<file path="config.mk">
export PLATFORM = sky130hd
export DESIGN_NAME = lane_unit
export DESIGN_NICKNAME = d
export VERILOG_FILES = /design/src/verilog/lane_pkg.sv /design/src/verilog/exec_unit.sv /design/src/verilog/index_unit.sv /design/src/verilog/lane_unit.sv /design/src/verilog/operand_read.sv /design/src/verilog/register_bank.sv
export SDC_FILE = /design/constraint.sdc
export NUM_CORES = 2
export LEC_CHECK = 0
export BUFFER_PORTS_ARGS = -buffer_cell sky130_fd_sc_hd__buf_4
export CELL_PAD_IN_SITES_DETAIL_PLACEMENT = 1
export CELL_PAD_IN_SITES_GLOBAL_PLACEMENT = 1
export CORE_MARGIN = 10
export CORE_UTILIZATION = 55
export DETAILED_ROUTE_END_ITERATION = 12
export PLACE_DENSITY_LB_ADDON = 0.1
export SLEW_MARGIN = 20
export SYNTH_ARGS = -nofsm -noshare
export SYNTH_HDL_FRONTEND = slang
export SYNTH_SLANG_ARGS = --single-unit
export TNS_END_PERCENT = 10
</file>
<file path="constraint.sdc">
create_clock -name clock -period 10.55 [get_ports clock]
set_input_delay 2.11 -clock clock [delete_from_list [all_inputs] [get_ports clock]]
set_output_delay 2.11 -clock clock [all_outputs]
set_load 0.05 [all_outputs]
</file>
<file path="src/verilog/lane_pkg.sv">
/* Lane types: data and register widths, operation codes,
   command, write-back and pipeline stage structs */

package lane_pkg;

	typedef logic [31:0] data_t;

	// Logical register within one thread window
	typedef logic [3:0] reg_idx_t;

	typedef logic [1:0] thread_id_t;

	// Physical index sized for the largest thread count
	typedef logic [$bits(thread_id_t)+$bits(reg_idx_t)-1:0] phys_idx_t;

	localparam int REGS_PER_THREAD = 2 ** $bits(reg_idx_t);

	typedef enum logic [2:0] {
		op_add  = 3'd0,
		op_sub  = 3'd1,
		op_and  = 3'd2,
		op_or   = 3'd3,
		op_xor  = 3'd4,
		op_movi = 3'd5
	} op_t;

	//////////////////////////////////////////////////////////////////////
	// Command and write-back

	typedef struct packed {
		op_t      op;
		reg_idx_t dst;
		reg_idx_t src1;
		reg_idx_t src2;
		data_t    imm;
	} lane_cmd_t;

	typedef struct packed {
		thread_id_t thread;
		reg_idx_t   dst;
		data_t      data;
	} wb_t;

	//////////////////////////////////////////////////////////////////////
	// Stage registers

	// Index stage, physical indices plus reporting fields
	typedef struct packed {
		logic       valid;
		op_t        op;
		data_t      imm;
		phys_idx_t  src1;
		phys_idx_t  src2;
		phys_idx_t  dst;
		thread_id_t thread;
		reg_idx_t   ldst;
	} idx_stage_t;

	// Operand stage, source words in place of source indices
	typedef struct packed {
		logic       valid;
		op_t        op;
		data_t      imm;
		data_t      src1_data;
		data_t      src2_data;
		phys_idx_t  dst;
		thread_id_t thread;
		reg_idx_t   ldst;
	} opnd_stage_t;

endpackage

</file>
<file path="src/verilog/exec_unit.sv">
/* Execute stage: integer ALU and result register driving
   write-back and commit */

`timescale 1ns/1ns

module exec_unit (
	input  logic                    clock,
	input  logic                    reset,
	input  lane_pkg::opnd_stage_t   opnd_stage,
	output logic                    wb_valid,
	output lane_pkg::phys_idx_t     wb_index,
	output lane_pkg::wb_t           result
);

	import lane_pkg::*;

	data_t src1;
	data_t src2;
	data_t alu_out;

	assign src1 = opnd_stage.src1_data;
	assign src2 = opnd_stage.src2_data;

	//////////////////////////////////////////////////////////////////////
	// ALU

	always_comb begin
		case (opnd_stage.op)
			op_add:  alu_out = src1 + src2;
			op_sub:  alu_out = src1 - src2;
			op_and:  alu_out = src1 & src2;
			op_or:   alu_out = src1 | src2;
			op_xor:  alu_out = src1 ^ src2;
			// Immediate only, sources ignored
			op_movi: alu_out = opnd_stage.imm;
			default: alu_out = '0;
		endcase
	end

	//////////////////////////////////////////////////////////////////////
	// Result register

	// Write enable to the banks and commit at the top
	always_ff @(posedge clock) begin
		if (reset) begin
			wb_valid <= 1'b0;
		end else begin
			wb_valid <= opnd_stage.valid;
		end
	end

	always_ff @(posedge clock) begin
		wb_index      <= opnd_stage.dst;
		result.thread <= opnd_stage.thread;
		result.dst    <= opnd_stage.ldst;
		result.data   <= alu_out;
	end

endmodule

</file>
<file path="src/verilog/index_unit.sv">
/* Index stage: command capture and mapping of logical registers
   into the thread's window of the register file */

`timescale 1ns/1ns

module index_unit #(
	parameter int NUM_THREADS = 4
) (
	input  logic                   clock,
	input  logic                   reset,
	input  logic                   en,
	input  lane_pkg::lane_cmd_t    cmd,
	input  lane_pkg::thread_id_t   thread,
	output lane_pkg::idx_stage_t   idx_stage
);

	import lane_pkg::*;

	localparam int PHYS_REGS = NUM_THREADS * REGS_PER_THREAD;
	localparam int PIDX_W = $clog2(PHYS_REGS);

	// Keeps the index inside the implemented register file
	localparam phys_idx_t IDX_MASK = phys_idx_t'((1 << PIDX_W) - 1);

	phys_idx_t src1_index;
	phys_idx_t src2_index;
	phys_idx_t dst_index;

	// Window base plus the logical number
	function automatic phys_idx_t window_index(thread_id_t t, reg_idx_t r);
		phys_idx_t base;
		base = phys_idx_t'(t) * phys_idx_t'(REGS_PER_THREAD);
		return (base + phys_idx_t'(r)) & IDX_MASK;
	endfunction

	always_comb begin
		src1_index = window_index(thread, cmd.src1);
		src2_index = window_index(thread, cmd.src2);
		dst_index  = window_index(thread, cmd.dst);
	end

	//////////////////////////////////////////////////////////////////////
	// Stage register

	always_ff @(posedge clock) begin
		if (reset) begin
			idx_stage.valid <= 1'b0;
		end else begin
			idx_stage.valid  <= en;
			idx_stage.op     <= cmd.op;
			idx_stage.imm    <= cmd.imm;
			idx_stage.src1   <= src1_index;
			idx_stage.src2   <= src2_index;
			idx_stage.dst    <= dst_index;
			// Kept for the commit report
			idx_stage.thread <= thread;
			idx_stage.ldst   <= cmd.dst;
		end
	end

endmodule

</file>
<file path="src/verilog/lane_unit.sv">
/* SIMT lane top: index, operand and execute stages with
   write-back loop */

`timescale 1ns/1ns

module lane_unit #(
	parameter int NUM_THREADS = 4
) (
	input  logic                   clock,
	input  logic                   reset,
	input  logic                   en,
	input  lane_pkg::lane_cmd_t    cmd,
	input  lane_pkg::thread_id_t   thread,
	output logic                   commit,
	output lane_pkg::wb_t          result
);

	import lane_pkg::*;

	idx_stage_t  idx_stage;
	opnd_stage_t opnd_stage;
	phys_idx_t   wb_index;

	//////////////////////////////////////////////////////////////////////
	// Stages

	index_unit #(.NUM_THREADS(NUM_THREADS)) i_index_unit (
		.clock     (clock),
		.reset     (reset),
		.en        (en),
		.cmd       (cmd),
		.thread    (thread),
		.idx_stage (idx_stage)
	);

	// Write-back comes back from the execute stage
	operand_read #(.NUM_THREADS(NUM_THREADS)) i_operand_read (
		.clock      (clock),
		.reset      (reset),
		.idx_stage  (idx_stage),
		.wb_valid   (commit),
		.wb_index   (wb_index),
		.wb_data    (result.data),
		.opnd_stage (opnd_stage)
	);

	// Write enable doubles as the commit pulse
	exec_unit i_exec_unit (
		.clock      (clock),
		.reset      (reset),
		.opnd_stage (opnd_stage),
		.wb_valid   (commit),
		.wb_index   (wb_index),
		.result     (result)
	);

endmodule

</file>
<file path="src/verilog/operand_read.sv">
/* Operand stage: even/odd banked register file, source read
   steering and write-back steering */

`timescale 1ns/1ns

module operand_read #(
	parameter int NUM_THREADS = 4
) (
	input  logic                    clock,
	input  logic                    reset,
	input  lane_pkg::idx_stage_t    idx_stage,
	input  logic                    wb_valid,
	input  lane_pkg::phys_idx_t     wb_index,
	input  lane_pkg::data_t         wb_data,
	output lane_pkg::opnd_stage_t   opnd_stage
);

	import lane_pkg::*;

	localparam int PHYS_REGS = NUM_THREADS * REGS_PER_THREAD;
	localparam int BANK_DEPTH = PHYS_REGS / 2;
	localparam int BANK_AW = $clog2(BANK_DEPTH);

	typedef logic [BANK_AW-1:0] bank_addr_t;

	bank_addr_t src1_addr;
	bank_addr_t src2_addr;
	bank_addr_t wb_addr;
	logic       we_even;
	logic       we_odd;
	data_t      even_rdata1;
	data_t      even_rdata2;
	data_t      odd_rdata1;
	data_t      odd_rdata2;
	idx_stage_t stage_q;

	// Bit 0 picks the bank, the rest is the bank address
	assign src1_addr = idx_stage.src1[BANK_AW:1];
	assign src2_addr = idx_stage.src2[BANK_AW:1];
	assign wb_addr   = wb_index[BANK_AW:1];

	assign we_even = wb_valid & ~wb_index[0];
	assign we_odd  = wb_valid &  wb_index[0];

	//////////////////////////////////////////////////////////////////////
	// Banks

	register_bank #(.DEPTH(BANK_DEPTH)) bank_even (
		.clock  (clock),
		.reset  (reset),
		.we     (we_even),
		.waddr  (wb_addr),
		.wdata  (wb_data),
		.raddr1 (src1_addr),
		.raddr2 (src2_addr),
		.rdata1 (even_rdata1),
		.rdata2 (even_rdata2)
	);

	register_bank #(.DEPTH(BANK_DEPTH)) bank_odd (
		.clock  (clock),
		.reset  (reset),
		.we     (we_odd),
		.waddr  (wb_addr),
		.wdata  (wb_data),
		.raddr1 (src1_addr),
		.raddr2 (src2_addr),
		.rdata1 (odd_rdata1),
		.rdata2 (odd_rdata2)
	);

	// Command fields follow the bank read by one cycle
	always_ff @(posedge clock) begin
		if (reset) begin
			stage_q.valid <= 1'b0;
		end else begin
			stage_q <= idx_stage;
		end
	end

	// Delayed bank bits select the read data
	always_comb begin
		opnd_stage.valid     = stage_q.valid;
		opnd_stage.op        = stage_q.op;
		opnd_stage.imm       = stage_q.imm;
		opnd_stage.src1_data = stage_q.src1[0] ? odd_rdata1 : even_rdata1;
		opnd_stage.src2_data = stage_q.src2[0] ? odd_rdata2 : even_rdata2;
		opnd_stage.dst       = stage_q.dst;
		opnd_stage.thread    = stage_q.thread;
		opnd_stage.ldst      = stage_q.ldst;
	end

endmodule

</file>
<file path="src/verilog/register_bank.sv">
/* One register file bank with two registered read ports
   and one write port */

`timescale 1ns/1ns

module register_bank #(
	parameter int DEPTH = 32
) (
	input  logic                       clock,
	input  logic                       reset,
	input  logic                       we,
	input  logic [$clog2(DEPTH)-1:0]   waddr,
	input  lane_pkg::data_t            wdata,
	input  logic [$clog2(DEPTH)-1:0]   raddr1,
	input  logic [$clog2(DEPTH)-1:0]   raddr2,
	output lane_pkg::data_t            rdata1,
	output lane_pkg::data_t            rdata2
);

	import lane_pkg::*;

	data_t mem [DEPTH];

	// Whole bank comes out of reset as zero
	always_ff @(posedge clock) begin
		if (reset) begin
			for (int i = 0; i < DEPTH; i++) begin
				mem[i] <= '0;
			end
		end else if (we) begin
			mem[waddr] <= wdata;
		end
	end

	// Same-edge write is not seen, old word is returned
	always_ff @(posedge clock) begin
		rdata1 <= mem[raddr1];
		rdata2 <= mem[raddr2];
	end

endmodule
</file>
==> flow_metrics.tcl <==
set metrics [dict create \
    max_slew_margin_pct 20.60 \
    min_period_over_period_pct 56.50 \
    p_sw_uw 7682 \
    powerDensity_mw_per_mm2 188.2 \
    max_cap_viol_count 0 \
    grt_max_degree 120 \
    wirelength_mm 431.3 \
    clock_latency_ns 0.96 \
    hold_buffers 0 \
    min_path_type "reg2reg" \
    r2r_slack_ns 4.59 \
    drc_errors 0 \
    die_h_um 485.9 \
    finalMaxSlewViolations 0 \
    initial_core_util_pct 55.45 \
    combPwrFrac_pct 20.1 \
    instances_no_fill 10260 \
    cts_buffers 274 \
    cts_resized 0 \
    postCtsSetupBuffers 0 \
    grt_overflow 0 \
    tns_ns 0 \
    final_common_cell "edfxtp_1" \
    pwr-share-seq_pct 44.0 \
    initialDrtViolationCount 12960 \
    cts.clk_slew.worst_paths_ns 0.06 \
    required_ns 11.32 \
    cp_max_fo 39 \
    ys.flop_type "edfxtp_1" \
    vias_per_cell 7.225 \
    vdd.ir_drop.worst_uv 162.5 \
    post_dp_cell_area_mm2 0.1239 \
    area_growth_syn_to_layout_pct 10.69 \
    clkPwrFrac_pct 35.9 \
    ys_warn_count 0 \
    antenna_found_initial 93 \
    hold_violations 0 \
    ios 91 \
    async_flop_share_pct 0 \
    worstSetupPathType "reg2reg" \
    dp_hpwl_mm 255.0 \
    gp_congestion 0.9101 \
    cts_sinks 2309 \
    p_int_uw 17180 \
    firstDrtPassIters 6 \
    synth_enable_flop_cells 2140 \
    fmax_ghz 0.1678 \
    rsz0062_at_grt "false" \
    synth_area_mm2 0.1194 \
    status "completed" \
    grt_pass1_wl_mm 597.5 \
    layout-drive-gt1-share_pct 30.44 \
    yosysSeqAreaShare_pct 56.67 \
    yosys_register_bits 2309 \
    syn-num-nets 7541 \
    netlist_instances 7392 \
    wl_per_cell_um 42.04 \
    numPortBuffers 90 \
    rows 170 \
    clockBufferDepth 4 \
    grt_pass1_vias 75850 \
    fin_nets 7352 \
    grt_use_total_pct 36.15 \
    yosysUniqueCellTypes 65 \
    avgSynthCellArea_um2 16.15 \
    p_leak_uw 0.04697 \
    most-common-layout-cells "edfxtp_1, and2_1, mux4_2" \
    switching_share_pct 30.90 \
    setup_violations 0 \
    vias 74120 \
    crit_arrival_ns 6.73 \
    endpoint_kind "flip-flop" \
    cts_max_level 5 \
    cts_tree "done" \
    clock_skew_ns 0.06586 \
    final_cell_area_mm2 0.1321 \
    crit_path_start_kind "flip-flop" \
    dieArea_mm2 0.2361 \
    ant_nets 0 \
    core_mm2 0.2153 \
    period_needed_ns 5.960 \
    dp.cells 9764 \
    root_buffer "clkbuf_16" \
    worstMarginPinSlew_ns 1.188 \
    dieWidth_um 485.9 \
]
cells by family after synthesis:
family | after synthesis | synth area share (%)
and+or+nand+nor | 2316 | 11.79
DFF | 2309 | 56.67
muxes | 1475 | 25.92
buffers and inverters | 853 | 2.689
AOI/OAI and AO/OA | 290 | 1.520
adders and majority gates | 97 | 1.023
xor gates and xnor gates | 52 | 0.3816
critical path: stages, from the launching register on:
cell and delay, ns:
edfxtp_1 0.84, buf_4 0.60, mux2i_1 0.48, a21bo_2 0.31, nor3_1 0.23, nand2_1 0.16
nor2_1 0.29, nand3_1 0.12, nand2_1 0.09, xnor2_1 0.08, ha_1 0.50, nand2_1 0.16
nor4_1 0.54, o311ai_0 0.38, nand4_1 0.20, a31oi_1 0.15, a21boi_0 0.36, xnor2_1 0.19
o21ai_1 0.08
power groups by stage:
stage / registers [uW] / logic (uW) / clock network [uW]
2_1_floorplan: 11000 / 2780 / 0
3_3_place_gp: 11100 / 4740 / 0
3_5_place_dp: 11100 / 4830 / 0
4_1_cts: 10900 / 4850 / 8950
5_1_grt: 11000 / 5140 / 9320
6_report: 10900 / 5000 / 8920
registers in the layout (all words and copies together) (netlist names):
| signal | count |
|---|---|
| i_operand_read.bank_even.mem | 1024 |
| i_operand_read.bank_odd.mem | 1024 |
| i_index_unit.idx_stage | 50 |
| i_operand_read.opnd_stage | 42 |
| i_exec_unit.result | 33 |
| i_operand_read.bank_even.rdata1 | 32 |
| i_operand_read.bank_even.rdata2 | 32 |
| i_operand_read.bank_odd.rdata1 | 32 |
| i_operand_read.bank_odd.rdata2 | 32 |
| i_exec_unit.wb_index | 5 |
| i_operand_read.stage_q | 2 |
| i_exec_unit.wb_valid | 1 |
through the flow:
stage               utilization, %  power [uW]  hold WS [ns]  setup slack, ns
global placement             57.49       15790        0.3250            4.822
finish                       61.38       24860        0.3463            4.590
global route                 61.34       25430        0.3505            4.255
CTS                          61.33       24730        0.3461            4.701
floorplan                        -       13740        0.3233            1.807
detailed placement           57.55       15940        0.3294            4.759
layer usage:
metal	vias to the layer above	track usage, %	wire length [um]
met4	54	14.71	19900
met3	1027	12.84	64430
li1	28100	-	-
met5	-	0	373
met2	5563	53.63	192500
met1	39380	48.94	154100
cell type report:
cell class | instances | area, um2
clock inverters | 89 | 565.5
inverters | 78 | 300.3
repair buffers | 310 | 2628
multi-input cells | 4230 | 49740
diodes | 33 | 82.58
clock buffers | 372 | 7557
flip-flops and latches | 2309 | 67690
fillers | 18580 | 83140
well taps | 2838 | 3551
synth_stat cells (6+ instances only):
library cell,instances,area [um2]
ha_1,96,1201
dfxtp_1,169,3383
o21ai_1,6,30.03
inv_1,78,292.8
buf_1,144,540.5
a21oi_1,57,285.3
buf_2,6,30.03
mux2i_1,64,640.6
clkbuf_1,625,2346
a22oi_1,23,172.7
nor2_1,113,424.2
or3_1,6,37.54
nand3_1,17,85.08
mux2_2,130,1464
nor3b_1,6,45.04
a21o_1,10,75.07
mux4_2,1280,28830
nor3_1,12,60.06
xnor2_1,45,394.1
and2_1,2051,12830
o211ai_1,19,142.6
a31oi_1,15,93.84
nor2b_1,14,87.58
nand2_1,61,229.0
xor2_1,7,61.31
o21bai_1,7,52.55
o21ai_0,96,480.5
nand4_1,7,43.79
edfxtp_1,2140,64260
path summary, 6_finish.rpt:
check / from / end / cells past startpoint
setup reg to reg: i_operand_read.stage_q[12] / i_exec_unit.result[31] / 18
hold / removal: i_operand_read.opnd_stage[5] / i_exec_unit.result[37] / 0
setup / recovery: i_operand_read.stage_q[12] / i_exec_unit.result[31] / 18
hold reg to reg: i_operand_read.opnd_stage[5] / i_exec_unit.result[37] / 0
Power figures use the tool's default switching activity.
